<file path="config.mk">
export PLATFORM = sky130hd
export DESIGN_NAME = ahb_sram_ctrl_flat
export DESIGN_NICKNAME = d
export VERILOG_FILES = /design/src/hdl/ahb_pkg.sv /design/src/hdl/sram_pkg.sv /design/src/hdl/sram_if.sv /design/src/hdl/ahb_sram_ctrl.sv /design/src/flat_wrapper.sv
export VERILOG_INCLUDE_DIRS = /design/src /design/src/hdl
export SDC_FILE = /design/constraint.sdc
export NUM_CORES = 1
export LEC_CHECK = 0
export BUFFER_PORTS_ARGS = -buffer_cell sky130_fd_sc_hd__buf_2
export CAP_MARGIN = 20
export CORE_AREA = 2 2 71 73
export DETAILED_ROUTE_END_ITERATION = 8
export DIE_AREA = 0 0 73 75
export GPL_ROUTABILITY_DRIVEN = 0
export GPL_TIMING_DRIVEN = 0
export PLACE_DENSITY_LB_ADDON = 0.25
export SYNTH_ARGS = -nofsm -noshare
export SYNTH_HDL_FRONTEND = slang
export SYNTH_SLANG_ARGS = --single-unit
export TNS_END_PERCENT = 1
</file>
<file path="constraint.sdc">
create_clock -name HCLK -period 2.5 [get_ports HCLK]
set_input_delay 0 -clock HCLK [delete_from_list [all_inputs] [get_ports HCLK]]
set_output_delay 0 -clock HCLK [all_outputs]
set_load 0.01 [all_outputs]
</file>
<file path="src/hdl/sram_defs.svh">
`ifndef SRAM_DEFS_SVH
`define SRAM_DEFS_SVH

// AHB bus widths
`define AHB_DWIDTH 32
`define AHB_AWIDTH 32

// Slave decodes 4 KiB, byte addressed
`define MEM_AWIDTH 12
`define MEM_WORDS 1024
`define BYTE_LANES 4

// Widest wrap boundary, 16 beats of 4 bytes
`define WRAP_MASK_W 6

`endif

</file>
<file path="src/hdl/ahb_pkg.sv">
package ahb_pkg;

  // Transfer type on htrans
  typedef enum logic [1:0] {
    IDLE   = 2'b00,
    BUSY   = 2'b01,
    NONSEQ = 2'b10,
    SEQ    = 2'b11
  } htrans_t;

  // Burst kind, odd codes increment, even nonzero codes wrap
  typedef enum logic [2:0] {
    SINGLE = 3'b000,
    INCR   = 3'b001,
    WRAP4  = 3'b010,
    INCR4  = 3'b011,
    WRAP8  = 3'b100,
    INCR8  = 3'b101,
    WRAP16 = 3'b110,
    INCR16 = 3'b111
  } hburst_t;

  // Transfer size, codes above WORD handled as WORD
  typedef enum logic [2:0] {
    BYTE = 3'b000,
    HALF = 3'b001,
    WORD = 3'b010
  } hsize_t;

  typedef enum logic {OKAY = 1'b0, ERROR = 1'b1} hresp_t;

  // Slave controller states
  typedef enum logic [1:0] {ST_IDLE, ST_WRITE, ST_READ} ahb_state_t;

endpackage

</file>
<file path="src/hdl/sram_pkg.sv">
`include "sram_defs.svh"

package sram_pkg;

  // One data word of the array
  typedef logic [`AHB_DWIDTH-1:0] mem_word_t;

  // Byte address inside the slave window
  typedef logic [`MEM_AWIDTH-1:0] mem_addr_t;

  // Word address, byte offset stripped
  typedef logic [`MEM_AWIDTH-3:0] word_index_t;

  // One bit per byte lane
  typedef logic [`BYTE_LANES-1:0] byte_en_t;

endpackage

</file>
<file path="src/hdl/sram_if.sv">
`timescale 1ns/1ps

// One access per cycle from the AHB controller to the array
interface sram_if import sram_pkg::*; ();

  logic        wen;
  logic        ren;
  word_index_t addr;
  byte_en_t    byte_en;
  mem_word_t   wdata;
  mem_word_t   rdata;

  // Controller side
  modport ctrl (
    output wen, ren, addr, byte_en, wdata,
    input  rdata
  );

  // Array side
  modport mem (
    input  wen, ren, addr, byte_en, wdata,
    output rdata
  );

endinterface

</file>
<file path="src/hdl/ahb_sram_ctrl.sv">
`timescale 1ns/1ps
`include "sram_defs.svh"

module ahb_sram_ctrl import ahb_pkg::*, sram_pkg::*; (
  input  logic      HCLK,
  input  logic      aresetn,
  input  logic      hsel,
  input  logic      hready_in,
  input  htrans_t   htrans,
  input  hburst_t   hburst,
  input  hsize_t    hsize,
  input  mem_addr_t haddr,
  input  logic      hwrite,
  input  mem_word_t hwdata,
  input  mem_addr_t rd_addr,
  output logic      hreadyout,
  output hresp_t    hresp,
  output mem_word_t hrdata,
  output logic      cmd_accept,
  output logic      beat_advance,
  sram_if.ctrl      mem
);

  ahb_state_t state_q;
  ahb_state_t state_d;
  hsize_t     size_q;
  logic       hwrite_q;
  logic       single_q;
  mem_addr_t  addr_q;
  logic       new_read_q;
  logic       xfer_accept;
  mem_addr_t  sel_addr;
  byte_en_t   lane_sel;

  //////////////////////////////////////////////////////////////////////
  // Address phase
  //////////////////////////////////////////////////////////////////////

  // Only NONSEQ starts a new command
  assign cmd_accept = hsel & hready_in & hreadyout & (htrans == NONSEQ);

  // Generator steps on every SEQ beat including the wait state
  assign beat_advance = (htrans == SEQ);

  // Any active beat latches its address for write bursts
  assign xfer_accept = hsel & hready_in & ((htrans == NONSEQ) | (htrans == SEQ));

  always_ff @(posedge HCLK) begin
    if (xfer_accept) begin
      addr_q <= haddr;
    end
  end

  // Command attributes held for the whole burst
  always_ff @(posedge HCLK or negedge aresetn) begin
    if (!aresetn) begin
      size_q   <= WORD;
      hwrite_q <= 1'b0;
      single_q <= 1'b0;
    end else if (cmd_accept) begin
      size_q   <= hsize;
      hwrite_q <= hwrite;
      single_q <= (hburst == SINGLE);
    end
  end

  //////////////////////////////////////////////////////////////////////
  // State machine
  //////////////////////////////////////////////////////////////////////

  always_ff @(posedge HCLK or negedge aresetn) begin
    if (!aresetn) begin
      state_q <= ST_IDLE;
    end else begin
      state_q <= state_d;
    end
  end

  always_comb begin
    state_d = state_q;
    case (state_q)
      ST_IDLE: begin
        if (cmd_accept) begin
          if (hwrite) state_d = ST_WRITE;
          else state_d = ST_READ;
        end
      end
      ST_WRITE, ST_READ: begin
        // Back to idle on IDLE or on a NONSEQ meant for another slave
        if ((htrans == IDLE) || ((htrans == NONSEQ) && !hsel)) begin
          state_d = ST_IDLE;
        end else if (cmd_accept) begin
          if (hwrite) state_d = ST_WRITE;
          else state_d = ST_READ;
        end
      end
      default: state_d = ST_IDLE;
    endcase
  end

  // First read beat waits one cycle for the array
  always_ff @(posedge HCLK or negedge aresetn) begin
    if (!aresetn) begin
      new_read_q <= 1'b0;
    end else begin
      new_read_q <= cmd_accept & ~hwrite;
    end
  end

  assign hreadyout = ~new_read_q;
  assign hresp     = OKAY;
  assign hrdata    = mem.rdata;

  //////////////////////////////////////////////////////////////////////
  // Array access
  //////////////////////////////////////////////////////////////////////

  // Writes use the captured beat address and reads the generator address
  assign sel_addr = hwrite_q ? addr_q : rd_addr;

  assign mem.wen   = (state_q == ST_WRITE);
  // SINGLE reads only touch the array in the wait cycle
  assign mem.ren   = (state_q == ST_READ) & (~single_q | new_read_q);
  assign mem.addr  = sel_addr[`MEM_AWIDTH-1:2];
  assign mem.wdata = hwdata;

  // Lane select from size and low address bits
  always_comb begin
    case (size_q)
      BYTE:    lane_sel = byte_en_t'(1) << sel_addr[1:0];
      HALF:    lane_sel = sel_addr[1] ? 4'b1100 : 4'b0011;
      default: lane_sel = '1;
    endcase
  end

  assign mem.byte_en = mem.wen ? lane_sel : '0;

  // Read wait state never stretches past one cycle
  a_one_wait: assert property (@(posedge HCLK) disable iff (!aresetn)
    !hreadyout |=> hreadyout)
    else $error("hreadyout low for two cycles");

endmodule

</file>
<file path="src/flat_wrapper.sv">
// flat-port wrapper written by rule: the top's interface ports become plain ports
module ahb_sram_ctrl_flat import ahb_pkg::*, sram_pkg::*;
  (HCLK, aresetn, hsel, hready_in, htrans, hburst, hsize, haddr, hwrite, hwdata, rd_addr, hreadyout, hresp, hrdata, cmd_accept, beat_advance, mem_wen, mem_ren, mem_addr, mem_byte_en, mem_wdata, mem_rdata);
  sram_if mem_i ();
  input  logic HCLK;
  input  logic aresetn;
  input  logic hsel;
  input  logic hready_in;
  input  htrans_t htrans;
  input  hburst_t hburst;
  input  hsize_t hsize;
  input  mem_addr_t haddr;
  input  logic hwrite;
  input  mem_word_t hwdata;
  input  mem_addr_t rd_addr;
  output logic hreadyout;
  output hresp_t hresp;
  output mem_word_t hrdata;
  output logic cmd_accept;
  output logic beat_advance;
  output wire logic [$bits(mem_i.wen)-1:0] mem_wen;
  output wire logic [$bits(mem_i.ren)-1:0] mem_ren;
  output wire logic [$bits(mem_i.addr)-1:0] mem_addr;
  output wire logic [$bits(mem_i.byte_en)-1:0] mem_byte_en;
  output wire logic [$bits(mem_i.wdata)-1:0] mem_wdata;
  input wire logic [$bits(mem_i.rdata)-1:0] mem_rdata;
  assign mem_wen = mem_i.wen;
  assign mem_ren = mem_i.ren;
  assign mem_addr = mem_i.addr;
  assign mem_byte_en = mem_i.byte_en;
  assign mem_wdata = mem_i.wdata;
  assign mem_i.rdata = mem_rdata;
  ahb_sram_ctrl u_core (.HCLK(HCLK), .aresetn(aresetn), .hsel(hsel), .hready_in(hready_in), .htrans(htrans), .hburst(hburst), .hsize(hsize), .haddr(haddr), .hwrite(hwrite), .hwdata(hwdata), .rd_addr(rd_addr), .hreadyout(hreadyout), .hresp(hresp), .hrdata(hrdata), .cmd_accept(cmd_accept), .beat_advance(beat_advance), .mem(mem_i));
endmodule
</file>
# Yosys cells after proc, flatten, opt, wreduce, memory -nomap -nowiden
# Cells that the tools add are included.
# totals
reg_bits	20
latch_bits	0
ramBits	0
mem_bits_ro	0
out_inout_bits	84
wordCells	39
memories	0
# classes
add_sub_neg	0
mul	0
div_mod_pow	0
magnitude_cmp	0
eq_ne	5
n_shift	1
mux	8
n_bitwise	11
n_reduce_logical	8
# ops
op	count
2-to-1 mux 12 bit	1
2-to-1 mux 4 bit	2
case mux 4 bit (2 select lines)	1
AND 1 bit	6
== test 2 bit (second input constant)	3
zero test 3 bit	2
2-to-1 mux 2 bit	3
zero test 2 bit	2
case mux 2 bit (2 select lines)	1
<< shifter 1 x 2 -> 4 bit (first input constant)	1
== test 3 x 1 -> 1 bit (second input constant)	1
inverter 1 bit	3
== test 2 x 1 -> 1 bit (second input constant)	1
OR 1 bit	2
OR reduction 2 bit	1
logical AND 1 bit	1
zero test 1 bit	1
logical OR 1 bit	1

# Depth between registers and ports, before layout
# logic_depth
word_depth	6
ltp_mapped	4

# Worst setup path after synthesis
# OpenSTA, ideal clock, no wires.
# synth_path
path_type	flip-flop to flip-flop
start	register u_core.new_read_q
end	register u_core.state_q[1]
arrival_time_ns	1.120
required_time_ns	2.413
slack_ns	1.293
stages_incl_launch_ff	4
path_buffers	0
cell_sequence	dfrtp_1 > or2_4 > or3_4 > a211oi_2
# synth_via
elab_chain_cells	6
# synth_rtl
item	line_no	text
start: declaration	ahb_sram_ctrl.sv:30	logic new_read_q;
start signal: assignment	ahb_sram_ctrl.sv:106	new_read_q <= cmd_accept & ~hwrite;
inverter 1 bit (*)	ahb_sram_ctrl.sv:110	assign hreadyout = ~new_read_q;
AND 1 bit (*) (2 in a row)	ahb_sram_ctrl.sv:40	assign cmd_accept = hsel & hready_in & hreadyout & (htrans == NONSEQ);
2-to-1 mux 2 bit (*)	--	
2-to-1 mux 2 bit	--	
case mux 2 bit (2 select lines) (*)	--	
net u_core.state_d[1]	ahb_sram_ctrl.sv:25	ahb_state_t state_d;
end signal: assignment	ahb_sram_ctrl.sv:75	state_q <= state_d;
end: declaration	ahb_sram_ctrl.sv:24	ahb_state_t state_q;
# Mark *: on every way through the listed nets, which the timed path passes. The rest lies on a longest branch.
# A chain may end at the register's enable or synchronous reset.

# Final worst setup path
# layout_path
start	register u_core.new_read_q
end	register u_core.single_q
# layout_via
elab_chain_cells	3
# layout_rtl
item	line_no	text
inverter 1 bit	ahb_sram_ctrl.sv:110	
AND 1 bit (2 in a row)	ahb_sram_ctrl.sv:40	
end signal: assignment	ahb_sram_ctrl.sv:63	single_q <= (hburst == SINGLE);
end: declaration	ahb_sram_ctrl.sv:28	logic single_q;
# Every way passes these cells.

==> out/metrics.yaml <==
grt:
  grt_max_degree: 15
  track_usage_pct: 13.1
  first_global_vias: 1229
  overflow: 0
  grt_pass1_wl_mm: 5.47
  antenna_found_initial: 0
clock_network:
  clk_pin_slew_ns: 0.07
  clock_latency_ns: 0.26
  clock-sinks: 20
  root_buffer: "clkbuf_8"
  cts.hold.buffers_added: 18
  post_cts_buffers: 0
  cts_tree: "built"
  h-tree-depth: 1
  cts_made_buffers: 3
  post_cts_resized: 0
  clockBufferDepth: 2
layout:
  final_core_util_pct: 51.8
  final_cells: 337
  final_nets: 389
  n_antenna_cell: 0
  layout-drive-gt1-share_pct: 69.6
  layout_common_cells: "121 x buf_2, 65 x buf_4, 18 x dlygate4sd3_1, 15 x mux2_1, 12 x edfxtp_1"
  layout_commonest_cell: "buf_2"
  fillCellCount: 440
  area_growth_pct: 61.0
die:
  start_util_pct: 32.2
  coreArea_um2: 4660
  dieHeight_um: 75
  dieArea_um2: 5480
  die_w_um: 73
  boundaryPins: 185
  num_rows: 25
critical_path:
  cp_cell_sequence: "nor2_1 > nand2_1 > o41ai_1 > dlygate4sd3_1"
  cpLargestDelayFamily: "buffers and inverters"
  max_stage_delay_ns: 0.59
  crit_fanout: 5
  cp-start-kind: "flop"
  crit_buf_inv: 1
  worst-setup-path-type: "flop to flop"
  critPathRequiredTime_ns: 2.70
  critPathSlowestCell: "dlygate4sd3_1"
  endpoint_kind: "flop"
  crit_arrival_ns: 1.88
placed_design:
  dpl.cell_count: 315
  dp_hpwl_mm: 3.31
  io_buffers: 119
min_path:
  hold_class: "input port to flop"
detailed_routing:
  wl_mm: 3.88
  drc_errors: 0
  wl_per_cell_um: 11.5
  vias: 1398
  drt-initial-drc-count: 12
  wl_met2_mm: 2.18
  wl_met3_um: 353
  ant_nets: 0
  vias_per_cell: 4.15
  m1WireLength_mm: 1.30
  firstDrtPassIters: 2
  top_layer: "met4"
sta:
  setup_viol: 0
  tns_ns: 0
  max_freq_ghz: 0.596
  rsz0062_at_grt: "no"
  min_period_ns: 1.68
  final-max-slew-violation-count: 0
  fin_skew_ns: 0.000950
  fin_crit_sh_pct: 67.1
  finalHoldViolations: 0
synthesis:
  synthTopCellsByArea: "buf_4 33%, edfxtp_1 24%, dfrtp_1 12%"
  yosysWarnings: 0
  synthArstFlopShare_pct: 40.0
  syn_avg_cell_area_um2: 10.6
  synth_cell_types: 26
  synth_top_area_share_pct: 32.5
  yosysSeqAreaShare_pct: 37.4
  yosys_most_used_dff: "edfxtp_1"
  synth_fp_nets: 247
  synth.cell_area_um2: 1500
  ys_ff_latch: 20
  synth_edf_count: 12
  syn_inst: 142
  yosysTopAreaCell: "buf_4"
status:
  status: "complete, no violations"
power_and_ir_drop:
  powerDensity_nw_per_um2: 484
  p_leak_uw: 0.00131
  peakVddDrop_mv: 0.345
run:
  max_cap_violations: 0
[tightest hold or removal path, delay by kind of cell]
| kind | cells | cell delay [ns] |
|---|---|---|
| simple gates | 2 | 0.15 |
| buf+inv | 1 | 0.09 |
[routing by layer]
metal / vias up / track usage, %
li1: 691 / -
met1: 615 / 13.4
met2: 87 / 25.9
met3: 5 / 2.81
met4: 0 / 4.94
met5: - / 0
[stage by stage]
| stage | cell area, µm² | worst slack (ns) | total power [µW] | hold WS, ns |
|---|---|---|---|---|
| floorplan | 1500 | 1.29 | 681 | -0.296 |
| global placement | 2160 | 1.22 | 833 | -0.146 |
| detailed placement | 2160 | 1.22 | 838 | -0.147 |
| CTS | 2410 | 0.844 | 1190 | 0.00993 |
| global route | 2410 | 0.634 | 1250 | 0.0152 |
| finish | 2410 | 0.823 | 1170 | 0.0158 |
[cell usage after synthesis (2+ instances only)]
cell       n
buf_4     65
mux2_1    15
edfxtp_1  12
dfrtp_1    7
o21ai_1    7
a21boi_1   5
ha_1       4
inv_1      4
buf_2      2
inv_2      2
mux2i_1    2
nand2_1    2
nor2_1     2
[power breakdown]
group	total, µW	leakage, µW	switching (µW)	internal (µW)
registers	409	0.000212	20.6	388
clock network	321	0.0000357	107	214
logic	440	0.00107	195	245
[cell type report]
class	instances	area [µm²]	area share [%]
sequential	20	562	23.3
multi-input combinational	49	418	17.3
timing repair buffer	137	776	32.1
clock buffer	3	41.3	1.71
buffer	67	498	20.6
clock inverter	1	30.0	1.24
inverter	6	22.5	0.933
tap	54	67.6	2.80
[registers in the layout, indices dropped and copies added (netlist names)]
signal,count
u_core.single_q,1
u_core.state_q,2
u_core.size_q,3
u_core.addr_q,12
u_core.new_read_q,1
u_core.hwrite_q,1
[worst paths after layout]
check                      depth (start not counted)  slack [ns]         startpoint           endpoint
setup reg to reg                                   4        0.82  u_core.new_read_q    u_core.single_q
min in group asynchronous                          2        0.11            aresetn  u_core.state_q[1]
setup / recovery                                   4        0.82  u_core.new_read_q    u_core.single_q
hold reg to reg                                    1        0.50   u_core.size_q[2]   u_core.size_q[2]
max in group asynchronous                          2        2.15            aresetn   u_core.size_q[1]
hold / removal                                     3        0.02             hwrite    u_core.hwrite_q
[logic make-up (layout without fill, tap and decap cells)]
kind of cell	after synthesis	count (layout)	share of synthesized area (%)
compound gates	18	18	7.92
fa+ha+maj	4	4	3.34
buf+inv	73	214	34.7
flops	20	20	37.4
mux	17	17	12.6
other cells	1	1	0.250
simple gates	9	9	3.75
No activity file was read; power rests on OpenSTA's default activity.
