### config.mk
export PLATFORM = sky130hd
export DESIGN_NAME = burst_addr_gen
export DESIGN_NICKNAME = d
export VERILOG_FILES = /design/src/hdl/ahb_pkg.sv /design/src/hdl/sram_pkg.sv /design/src/hdl/burst_addr_gen.sv
export VERILOG_INCLUDE_DIRS = /design/src /design/src/hdl
export SDC_FILE = /design/constraint.sdc
export NUM_CORES = 1
export LEC_CHECK = 0
export BUFFER_PORTS_ARGS = -buffer_cell sky130_fd_sc_hd__buf_2
export CELL_PAD_IN_SITES_DETAIL_PLACEMENT = 1
export CELL_PAD_IN_SITES_GLOBAL_PLACEMENT = 1
export CORE_MARGIN = 2
export CORE_UTILIZATION = 42
export CTS_CLUSTER_DIAMETER = 150
export CTS_CLUSTER_SIZE = 10
export DETAILED_ROUTE_END_ITERATION = 16
export GPL_ROUTABILITY_DRIVEN = 0
export PLACE_DENSITY_LB_ADDON = 0.1
export SLEW_MARGIN = 20
export SYNTH_ARGS = -nofsm -noshare
export SYNTH_HDL_FRONTEND = slang
export SYNTH_SLANG_ARGS = --single-unit
### constraint.sdc
create_clock -name HCLK -period 3.8 [get_ports HCLK]
set_clock_uncertainty 0.15 [all_clocks]
set_input_delay 0.19 -clock HCLK [delete_from_list [all_inputs] [get_ports HCLK]]
set_output_delay 0.19 -clock HCLK [all_outputs]
set_load 0.02 [all_outputs]
### src/hdl/sram_defs.svh
`ifndef SRAM_DEFS_SVH
`define SRAM_DEFS_SVH

// AHB bus widths
`define AHB_DWIDTH 32
`define AHB_AWIDTH 32

// Slave decodes 4 KiB, byte addressed
`define MEM_AWIDTH 12
`define MEM_WORDS 1024
`define BYTE_LANES 4

// Widest wrap boundary, 16 beats of 4 bytes
`define WRAP_MASK_W 6

`endif

### src/hdl/ahb_pkg.sv
package ahb_pkg;

  // Transfer type on htrans
  typedef enum logic [1:0] {
    IDLE   = 2'b00,
    BUSY   = 2'b01,
    NONSEQ = 2'b10,
    SEQ    = 2'b11
  } htrans_t;

  // Burst kind, odd codes increment, even nonzero codes wrap
  typedef enum logic [2:0] {
    SINGLE = 3'b000,
    INCR   = 3'b001,
    WRAP4  = 3'b010,
    INCR4  = 3'b011,
    WRAP8  = 3'b100,
    INCR8  = 3'b101,
    WRAP16 = 3'b110,
    INCR16 = 3'b111
  } hburst_t;

  // Transfer size, codes above WORD handled as WORD
  typedef enum logic [2:0] {
    BYTE = 3'b000,
    HALF = 3'b001,
    WORD = 3'b010
  } hsize_t;

  typedef enum logic {OKAY = 1'b0, ERROR = 1'b1} hresp_t;

  // Slave controller states
  typedef enum logic [1:0] {ST_IDLE, ST_WRITE, ST_READ} ahb_state_t;

endpackage

### src/hdl/sram_pkg.sv
`include "sram_defs.svh"

package sram_pkg;

  // One data word of the array
  typedef logic [`AHB_DWIDTH-1:0] mem_word_t;

  // Byte address inside the slave window
  typedef logic [`MEM_AWIDTH-1:0] mem_addr_t;

  // Word address, byte offset stripped
  typedef logic [`MEM_AWIDTH-3:0] word_index_t;

  // One bit per byte lane
  typedef logic [`BYTE_LANES-1:0] byte_en_t;

endpackage

### src/hdl/burst_addr_gen.sv
`timescale 1ns/1ps
`include "sram_defs.svh"

module burst_addr_gen import ahb_pkg::*, sram_pkg::*; (
  input  logic      HCLK,
  input  logic      aresetn,
  input  logic      cmd_accept,
  input  logic      beat_advance,
  input  mem_addr_t haddr,
  input  hburst_t   hburst,
  input  hsize_t    hsize,
  output mem_addr_t rd_addr
);

  logic [2:0]             incr_q;
  logic [`WRAP_MASK_W-1:0] wrap_mask_q;
  logic                   wrap_en_q;
  logic [1:0]             size_log;
  logic [2:0]             beat_log;
  logic [`WRAP_MASK_W:0]  wrap_span;
  logic [`WRAP_MASK_W:0]  wrap_last;
  mem_addr_t              mask_ext;
  mem_addr_t              addr_step;

  // log2 of bytes per beat
  always_comb begin
    case (hsize)
      BYTE:    size_log = 2'd0;
      HALF:    size_log = 2'd1;
      default: size_log = 2'd2;
    endcase
  end

  // log2 of beats in a wrap, 16 for the rest
  always_comb begin
    case (hburst)
      WRAP4:   beat_log = 3'd2;
      WRAP8:   beat_log = 3'd3;
      default: beat_log = 3'd4;
    endcase
  end

  // Wrap block size in bytes, then its last offset
  assign wrap_span = {{`WRAP_MASK_W{1'b0}}, 1'b1} << (beat_log + size_log);
  assign wrap_last = wrap_span - 1'b1;

  assign mask_ext  = mem_addr_t'(wrap_mask_q);
  assign addr_step = rd_addr + mem_addr_t'(incr_q);

  always_ff @(posedge HCLK or negedge aresetn) begin
    if (!aresetn) begin
      rd_addr     <= '0;
      incr_q      <= 3'd0;
      wrap_mask_q <= '0;
      wrap_en_q   <= 1'b0;
    end else if (cmd_accept) begin
      rd_addr     <= haddr;
      incr_q      <= 3'b001 << size_log;
      wrap_mask_q <= wrap_last[`WRAP_MASK_W-1:0];
      wrap_en_q   <= (hburst == WRAP4) || (hburst == WRAP8) || (hburst == WRAP16);
    end else if (beat_advance) begin
      // Wrap keeps the upper bits, low bits roll within the block
      if (wrap_en_q) begin
        rd_addr <= (rd_addr & ~mask_ext) | (addr_step & mask_ext);
      end else begin
        rd_addr <= addr_step;
      end
    end
  end

  a_wrap_block: assert property (@(posedge HCLK) disable iff (!aresetn)
    (beat_advance && !cmd_accept && wrap_en_q) |=>
      ((rd_addr & ~mask_ext) == ($past(rd_addr) & ~mask_ext)))
    else $error("wrap burst left its aligned block");

endmodule

# Word level (Yosys, flattened, before mapping)
# Index checks and enable logic that the tools add are counted.
# totals
input_bits,22
word_cells,26
out_inout_bits,12
register_bits,22
# op_classes
bitwise,4
mux,5
reduce_logical,4
eq_ne,4
shifts,2
add_sub_neg,3
# ops
operator,n
$mux 12,3
$add 12x3->12,1
$and 12x12->12,1
$and 12x6->12,1
$not 6->12,1
$or 12x12->12,1
$eq 3x3->1 const B,2
$pmux 3 s2,1
$shl 1x3->6 const A,1
$sub 6x1->6 const B,1
$pmux 2 s2,1
$add 3x2->3,1
$eq 3x1->1 const B,1
$eq 3x2->1 const B,1
$logic_not 3->1,1
$shl 1x2->3 const A,1
$logic_or 1x1->1,2
$reduce_bool 2->1,1

# Logic depth before layout (Yosys ltp)
# Gate-level depths: netlist (run 1).
# depth
word_depth,6
mapped_depth,13
depth_no_buf,12

# Worst setup path before layout (run 1)
# No wires, ideal clock.
# synth_path
kind,input to register
start,input hsize[2]
end,register wrap_mask_q[4]
stages,13
t_arrival_ns,2.405
slack_ns,1.124
setup_ns,0.121
required_ns,3.529
n_path_buf,1
cell_sequence,nor2_1 -> and2_1 -> ha_1 -> fa_1 -> nor3_1 -> or2_1 -> clkbuf_1 -> nand3b_1 -> ha_1 -> nor3b_1 -> nand3_1 -> o2111ai_1 -> o22a_1
# synth_via
elab_chain_cells,5
elab_cells_between_ends,6
classes_between,2 x add/sub; 1 x eq/ne; 1 x shift; 1 x mux; 1 x reduce/logical
# synth_rtl
element,line,text
from (decl),burst_addr_gen.sv:11,"input hsize_t hsize,"
$eq 3x1->1 / $logic_not 3->1 (equally long branches),burst_addr_gen.sv:27,case (hsize)
$pmux 2 s2 *,burst_addr_gen.sv:27,
$add 3x2->3 *,burst_addr_gen.sv:44,"assign wrap_span = {{`WRAP_MASK_W{1'b0}}, 1'b1} << (beat_log + size_log);"
$shl 1x3->6 *,burst_addr_gen.sv:44,
$sub 6x1->6 *,burst_addr_gen.sv:45,assign wrap_last = wrap_span - 1'b1;
to (signal assigned),burst_addr_gen.sv:59,wrap_mask_q <= wrap_last[`WRAP_MASK_W-1:0];
to (decl),burst_addr_gen.sv:16,logic [`WRAP_MASK_W-1:0] wrap_mask_q;
# Mark *: on every way between the ends. The rest lies on a longest branch, timed or not.
# A chain may end at the register's enable or synchronous reset.

# Final worst setup path (run 1)
# layout_path
start,input hsize[0]
end,register wrap_mask_q[4]
# The elaborated chain is that of the path after synthesis.

==> results of run 1 <==
[timing repair]
action                                 4_1_cts  5_1_grt
setup endpoints to repair                    0        0
endpoints found under the hold margin       35        0
hold buffers                                14        0
[worst min-delay path: stages]
cell and delay, ns:
buf_2 0.08, nor2_1 0.06, a21oi_1 0.13
[cells in the final DEF (no fill, tap or decap), types with 2 or more instances in the layout]
cell           count
a21o_1             2
nor2_1            13
nand3b_1           2
o21ai_1           10
dfrtp_1           22
inv_1              5
dlygate4sd3_1     14
fa_1               2
nand4_1            3
mux2i_1            4
o21ai_0            7
clkbuf_4           3
or3_1              4
ha_1               5
xor2_1             5
a31oi_1            6
a21oi_1            7
nand3_1            4
nand2_1           10
nor4b_1            2
o2111ai_1          3
mux2_2             2
xnor2_1            2
buf_2             33
nor3b_1            2
and2_1             2
o31ai_1            3
[layer usage]
layer,track usage [%],wire length (um),vias up
met5,0,0,-
met4,5.59,29,0
met3,1.92,103,4
met2,39.6,1770,21
met1,24.9,1520,634
li1,-,-,619
[cells by family after synthesis]
kind of cell | count (synthesis) | synth area share, %
AND/OR/NAND/NOR | 49 | 19.4
AO/OA/AOI/OAI | 42 | 18.9
flip-flops | 22 | 41.0
buffers and inverters | 13 | 3.91
XOR/XNOR | 7 | 4.56
adder cells (fa/ha/maj) | 7 | 7.64
multiplexers | 6 | 4.66
[metrics by stage]
stage	total power [W]	worst slack, ns	util, %
final	0.000657	0.636	56.4
after CTS	0.000664	0.612	56.4
after global routing	0.000697	0.356	56.4
after global placement	0.000457	0.984	50.1
after floorplan	0.000405	1.12	-
after detailed placement	0.000467	0.743	50.1
[cell type report]
cell class              count  area share (%)
multi-input cells         111            43.0
flip-flops and latches     22            32.0
repair buffers             47            17.7
well taps                  44            3.20
clock inverters             1            1.74
clock buffers               3            1.31
inverters                   5            1.09
[power by group through the flow]
stage / clock [W] / combinational [W] / sequential (W)
2_1_floorplan: 0 / 0.000100 / 0.000305
3_3_place_gp: 0 / 0.000168 / 0.000290
3_5_place_dp: 0 / 0.000175 / 0.000292
4_1_cts: 0.000189 / 0.000187 / 0.000287
5_1_grt: 0.000197 / 0.000208 / 0.000292
6_report: 0.000185 / 0.000185 / 0.000287
[worst max path at each step]
stage,slack (ns),cells past startpoint,to,startpoint
2_1_floorplan,1.12,13,wrap_mask_q[4],hsize[2]
3_3_place_gp,0.98,13,wrap_mask_q[4],hsize[2]
3_5_place_dp,0.74,13,wrap_mask_q[4],hsize[2]
4_1_cts,0.61,13,wrap_mask_q[4],hsize[0]
5_1_grt,0.36,13,wrap_mask_q[4],hsize[0]
6_report,0.64,13,wrap_mask_q[4],hsize[0]
==> impl_metrics.toml, run 1 <==
[synthesis]
synthMostInstantiatedCell = "dfrtp_1"
ys_warn_count = 0
synth-seq-cells = 22
netlist_area_um2 = 1340
synth_area_per_cell_um2 = 9.20
synth_nets = 175
yosys.area.top_type = "dfrtp_1"
synth_common_cells = "dfrtp_1, nor2_1, nand2_1, o21ai_1"
synth.distinct_cells = 37
ys.flop_type = "dfrtp_1"
synthCells = 146
synth-edff-count = 0
seq_area_frac_synth_pct = 41.0
synth_top_area_share_pct = 41.0
async_flop_share_pct = 100
yosys-top-cells-area = "dfrtp_1, ha_1, o21ai_1, nor2_1, xor2_1"

[worst_setup_path]
cp.required_ns = 3.91
rr_worst_depth = 5
r2r_slack_ns = 1.70
critPathMaxFanout = 7
max_stage_delay_ns = 0.53
endpoint_kind = "flip-flop"
critPathTopFamily = "simple AND/OR/NAND/NOR gates"
cp_num_buf_inv = 2
cp_common_cell = "ha_1"
startpoint_type = "primary input"
crit_type = "primary input to flip-flop"
slowest_stage = "dlygate4sd3_1"
arrival_ns = 3.27
crit_chain = "dlygate4sd3_1 -> buf_2 -> and2_1 -> ha_1 -> fa_1 -> nor3_1 -> or2_1 -> nand3b_1 -> ha_1 -> nor4_1 -> o21ai_0 -> o2111ai_1 -> o22a_1"

[die]
rows = 20
die_w_um = 60.6
design.die.area_um2 = 3670
core_um2 = 3050
initial_core_util_pct = 44.0
ios = 34
die_h_um = 60.6

[cts]
cts_sinks = 22
worstSkewPairLatency_ns = 0.32
postCtsSetupBuffers = 0
max-clock-path-buffers = 2
root_buffer = "clkbuf_4"
ctsResizeCount = 0
cts_tree = "done"
cts.clk_slew.worst_paths_ns = 0.15
cts_buffers = 3
cts.htree.levels = 1

[grt]
grt_max_degree = 23
grt_pass1_vias = 1292
antenna_found_initial = 0
grt.overflow.total = 0
track_usage_pct = 20.9
grt_first_pass_wirelength_mm = 5.80

[layout]
regArea_um2 = 551
antenna_cells = 0
fin_area_um2 = 1720
drive_gt1_share_pct = 21.2
fin_nets = 219
multi_input_area_um2 = 741
fin_cells = 233
area_growth_pct = 28.2
fill_cells = 376

[sta]
fmax_mhz = 316
hold_viol = 0
min_period_over_period_pct = 83.3
worst_pin_slew_ns = 0.699
finalCriticalPeriod_ns = 3.16
slew_viol_final = 0
rsz0062_at_grt = "no"
maxSlewHeadroom_pct = 53.4
setup_viol = 0
whs_ns = 0.0209
fin_setup_tns_ns = 0

[power]
p_comb_share_pct = 28.1
p_leak_nw = 0.754
peakVddDrop_uv = 185
power_density_nw_per_um2 = 382
swShare_pct = 32.1
seq_power_share_pct = 43.7
power.clock.fraction_pct = 28.2
switchingPower_w = 0.000211
internal-power_w = 0.000446

[job]
cap_violations = 0

[placement]
placed_area_um2 = 1530
dpl.hpwl_mm = 2.51
io_buffers = 33
placed_cells = 215

[route]
antenna_left = 0
drt_iter0_drc = 33
viasPerCell = 5.48
vias = 1278
wl_per_cell_um = 14.7
drcViolationCount = 0
routed_wl_mm = 3.42
first_pass_iters = 4

[outcome]
status = "finished clean"

[hold_path]
hold_depth = 3
hp-class = "primary input to flip-flop"
hp-start = "hsize[1]"
min_to = "incr_q[2]"
No activity file was read; power rests on OpenSTA's default activity.
==> run 2, diff against run 1 <==
ABC_AREA = 1   (was default)
CORE_UTILIZATION = 34   (was 42)
clock period = 2.9 ns   (was 3.8 ns; I/O delays follow)
==> impl_metrics.toml, run 2 <==
[die]
die_w_um = 69.5
design.die.area_um2 = 4830
rows = 23
ios = 34
die_h_um = 69.5
initial_core_util_pct = 36.0
core_um2 = 4060

[route]
viasPerCell = 5.16
vias = 1502
first_pass_iters = 4
routed_wl_mm = 4.32
drt_iter0_drc = 62
antenna_left = 0
drcViolationCount = 0
wl_per_cell_um = 14.9

[job]
cap_violations = 0

[power]
peakVddDrop_uv = 230
switchingPower_w = 0.000371
power.clock.fraction_pct = 23.9
swShare_pct = 38.5
p_comb_share_pct = 34.5
p_leak_nw = 0.932
power_density_nw_per_um2 = 548
power_w = 0.000963
internal-power_w = 0.000593
seq_power_share_pct = 41.6

[worst_setup_path]
startpoint_type = "flip-flop"
crit_type = "flip-flop to flip-flop"
cp.required_ns = 2.96
rr_worst_depth = 9
cp_common_cell = "nand2_1"
slowest_stage = "dfrtp_1"
critPathMaxFanout = 5
cp_num_buf_inv = 0
arrival_ns = 2.09
max_stage_delay_ns = 0.41
endpoint_kind = "flip-flop"
critPathTopFamily = "adder cells"
crit_chain = "ha_1 -> fa_1 -> nand2_1 -> nand2_1 -> nand2_1 -> nand2_1 -> o21ai_0 -> nand2_1 -> nand2_1"
timing.rr.end = "rd_addr[6]"
r2r_slack_ns = 0.87

[synthesis]
netlist_area_um2 = 1460
synth.distinct_cells = 29
ys_warn_count = 0
seq_area_frac_synth_pct = 37.7
async_flop_share_pct = 100
synthCells = 204
synth-seq-cells = 22
synth-edff-count = 0
ys.flop_type = "dfrtp_1"
synthMostInstantiatedCell = "nand2_1"
synth_common_cells = "nand2_1, inv_1, dfrtp_1"
yosys-top-cells-area = "dfrtp_1, nand2_1, inv_1, nand3_1, nor2_1"
yosys.area.top_type = "dfrtp_1"
synth_nets = 233
synth_top_area_share_pct = 37.7
synth_area_per_cell_um2 = 7.15

[layout]
antenna_cells = 0
area_growth_pct = 20.5
final_common_cell = "nand2_1"
fin_nets = 271
utilization_pct = 43.3
final_cell_mix = "nand2_1, buf_2, inv_1"
drive_gt1_share_pct = 19.1

[placement]
dpl.hpwl_mm = 3.29
io_buffers = 33

[grt]
antenna_found_initial = 0
grt_max_degree = 26
grt_pass1_vias = 1583
track_usage_pct = 19.4
grt_first_pass_wirelength_mm = 7.56
grt.overflow.total = 0

[outcome]
status = "finished clean"

[cts]
postCtsSetupBuffers = 0
worstSkewPairLatency_ns = 0.27
cts_tree = "done"
cts_buffers = 3
cts_sinks = 22
cts.clk_slew.worst_paths_ns = 0.09
max-clock-path-buffers = 2
cts.htree.levels = 1
ctsResizeCount = 0
root_buffer = "clkbuf_8"

[sta]
hold_viol = 0
finalCriticalPeriod_ns = 2.03
min_period_over_period_pct = 69.9
worst_pin_slew_ns = 0.564
fin_setup_tns_ns = 0
rsz0062_at_grt = "no"
fmax_mhz = 493
maxSlewHeadroom_pct = 62.4
slew_viol_final = 0
setup_viol = 0

[hold_path]
hp-start = "haddr[2]"
hold_depth = 3
hp-class = "primary input to flip-flop"
## run 2: tightest hold or removal path: cells and delay by family
kind	cells	cell delay (ns)
AOI/OAI and AO/OA	2	0.19
buffers and inverters	1	0.07
## run 2: power by group through the flow
stage	logic [W]	clock network, W	registers [W]
floorplan	0.000182	0	0.000439
global placement	0.000318	0	0.000404
detailed placement	0.000330	0	0.000407
CTS	0.000336	0.000239	0.000401
global route	0.000378	0.000250	0.000410
finish	0.000332	0.000230	0.000401
## run 2: per-stage QoR
step	hold slack (ns)	setup WS [ns]	cells	cell area [um2]
after floorplan	-0.301	0.901	204	1460
after global placement	0.00864	0.703	283	1660
after detailed placement	0.00758	0.588	283	1660
after CTS	0.0214	0.860	291	1760
after global routing	0.0349	0.613	291	1760
final	0.0300	0.872	291	1760
## run 2: layout make-up
type                    count  area, um2
fillers                   529       2300
multi-input cells         153        788
flip-flops and latches     22        551
repair buffers             37        205
inverters                  25       96.3
well taps                  50       62.6
clock buffers               4       55.1
## run 2: cells by family after synthesis
family                   share of synthesized area, %
AND/OR/NAND/NOR                                  30.2
AO/OA/AOI/OAI                                    16.2
buffers and inverters                            8.23
flip-flops                                       37.7
adder cells (fa/ha/maj)                          7.03
XOR/XNOR                                        0.600
## run 2: worst max-delay path by stage
| stage | cells after the start | endpoint | slack (ns) | from |
|---|---|---|---|---|
| global placement | 14 | wrap_mask_q[4] | 0.70 | hsize[2] |
| finish | 9 | rd_addr[6] | 0.87 | flip-flop |
| floorplan | 13 | wrap_mask_q[4] | 0.90 | hsize[2] |
| detailed placement | 14 | wrap_mask_q[4] | 0.59 | hsize[2] |
| global route | 14 | wrap_mask_q[4] | 0.61 | hsize[2] |
| CTS | 14 | wrap_mask_q[4] | 0.86 | hsize[2] |
## run 2: repair_timing
| item | 4_1_cts | 5_1_grt |
|---|---|---|
| hold buffers | 4 | 0 |
| endpoints found under the setup margin | 0 | 0 |
| hold endpoints to repair | 25 | 0 |
## run 2: routing by layer
layer,share of wire (%),GRT usage (%),up-vias
li1,-,-,740
met3,4.4,2.62,4
met5,0,0,-
met1,48,27.8,723
met4,0.67,4.36,0
met2,47,31.1,35
==> run 3, diff against run 2 <==
clock period = 1.8 ns   (was 2.9 ns; I/O delays follow)
==> impl_metrics.toml, run 3 (synthesis gave the netlist of run 2 again) <==
[sta]
maxSlewHeadroom_pct = 64.5
worst_pin_slew_ns = 0.532
fmax_mhz = 563
whs_ns = -0.0142
min_period_over_period_pct = 98.7
setup_slack_ns = 0.0236
finalCriticalPeriod_ns = 1.78
setup_viol = 0
rsz0062_at_grt = "yes"
slew_viol_final = 0
hold_viol = 1

[layout]
fin_nets = 295
fin_cells = 315
fin_area_um2 = 2050
drive_gt1_share_pct = 32.5
final_common_cell = "nand2_1"
final_cell_mix = "nand2_1, buf_2, inv_1, dfrtp_1, buf_4"
area_growth_pct = 40.7
fill_cells = 524
antenna_cells = 0

[worst_setup_path]
cp_num_buf_inv = 0
cp_common_cell = "nand2_2"
max_stage_delay_ns = 0.44
cp.required_ns = 1.85
critPathMaxFanout = 5
rr_worst_depth = 9
endpoint_kind = "flip-flop"
crit_type = "flip-flop to flip-flop"
arrival_ns = 1.83
timing.rr.end = "rd_addr[10]"
slowest_stage = "dfrtp_2"
crit_chain = "ha_4 -> fa_2 -> nand2_2 -> nand2_4 -> nand2_2 -> nand2_2 -> nand3_2 -> nand2_1 -> a21oi_1"
critPathTopFamily = "adder cells"
r2r_slack_ns = 0.02
startpoint_type = "flip-flop"

[power]
power_density_nw_per_um2 = 816
switchingPower_w = 0.000637
p_leak_nw = 1.05
peakVddDrop_uv = 459
power.clock.fraction_pct = 22.3
power_w = 0.00167
p_comb_share_pct = 39.1
seq_power_share_pct = 38.7
swShare_pct = 38.1
internal-power_w = 0.00104

[die]
design.die.area_um2 = 4830
core_um2 = 4060
ios = 34
rows = 23
initial_core_util_pct = 36.0
die_w_um = 69.5
die_h_um = 69.5

[placement]
placed_cells = 300
dpl.hpwl_mm = 3.39
dpl_worst_slack_ns = -0.246
io_buffers = 33
placed_area_um2 = 1820

[cts]
cts.htree.levels = 1
cts_buffers = 3
cts_tree = "done"
root_buffer = "clkbuf_8"
cts_sinks = 22
max-clock-path-buffers = 2
worstSkewPairLatency_ns = 0.27
cts.clk_slew.worst_paths_ns = 0.09

[hold_path]
hp-class = "primary input to flip-flop"
hp-start = "haddr[2]"
hold_depth = 3

[route]
drcViolationCount = 0
drt_iter0_drc = 75
viasPerCell = 4.95
first_pass_iters = 4
wl_per_cell_um = 14.4
antenna_left = 0
routed_wl_mm = 4.52
vias = 1559

[grt]
grt_pass1_vias = 1577
antenna_found_initial = 0
grt.overflow.total = 0
grt_first_pass_wirelength_mm = 7.39
grt_max_degree = 23
track_usage_pct = 19.0

[outcome]
violations = "negative hold slack"
status = "finished with violations"

[job]
cap_violations = 0
-- run 3: cell count changes in the layout (fill, tap and decap cells not counted), sizes merged --
cell         delta
dlygate4sd3     +5
buf            +19
-- run 3: final cells by class --
class / count / area [um2] / share of cell area, %
Clock buffer: 4 / 55.1 / 2.68
Inverter: 25 / 96.3 / 4.70
Multi-Input combinational cell: 153 / 888 / 43.3
Sequential cell: 22 / 552 / 26.9
Tap cell: 50 / 62.6 / 3.05
Timing Repair Buffer: 61 / 398 / 19.4
-- run 3: power by group through the flow --
stage	clock (W)	sequential, W	combinational, W
global placement	0	0.000650	0.000580
finish	0.000373	0.000647	0.000654
detailed placement	0	0.000652	0.000594
floorplan	0	0.000708	0.000303
CTS	0.000384	0.000644	0.000632
global route	0.000410	0.000657	0.000738
-- run 3: worst max path at each step --
stage,start,end,slack [ns],cells after the start
6_report,flip-flop,rd_addr[10],0.02,9
5_1_grt,flip-flop,flip-flop,-0.07,8
4_1_cts,flip-flop,rd_addr[10],0.01,9
3_5_place_dp,hsize[2],wrap_mask_q[1],-0.25,10
3_3_place_gp,hsize[2],wrap_mask_q[1],-0.21,10
2_1_floorplan,hsize[2],wrap_mask_q[2],-0.08,12
-- run 3: metal layers --
metal / wire, um / vias up / track usage (%)
li1: - / 788 / -
met1: 2240 / 742 / 26.2
met2: 2140 / 25 / 31.4
met3: 110 / 4 / 2.33
met4: 40 / 0 / 5.23
met5: 0 / - / 0
-- run 3: repair_timing --
action                     in CTS  in global routing
buffers inserted                1                  1
hold buffers                    9                  0
setup endpoints to repair       5                 12
gates resized for setup         7                 11
pin swaps                       1                  6
hold endpoints to repair       30                  0
-- run 3: worst register-to-register path, stage by stage (launching register included) --
cell and delay (ns):
dfrtp_2 0.44, ha_4 0.17, fa_2 0.34, nand2_2 0.10
nand2_4 0.08, nand2_2 0.09, nand2_2 0.08, nand3_2 0.08
nand2_1 0.06, a21oi_1 0.12
-- run 3: per-stage QoR --
step | TNS (ns) | util [%]
floorplan | -0.236 | -
global placement | -0.863 | 44.8
detailed placement | -1.10 | 44.8
CTS | 0 | 49.2
global route | -0.231 | 50.6
finish | 0 | 50.6
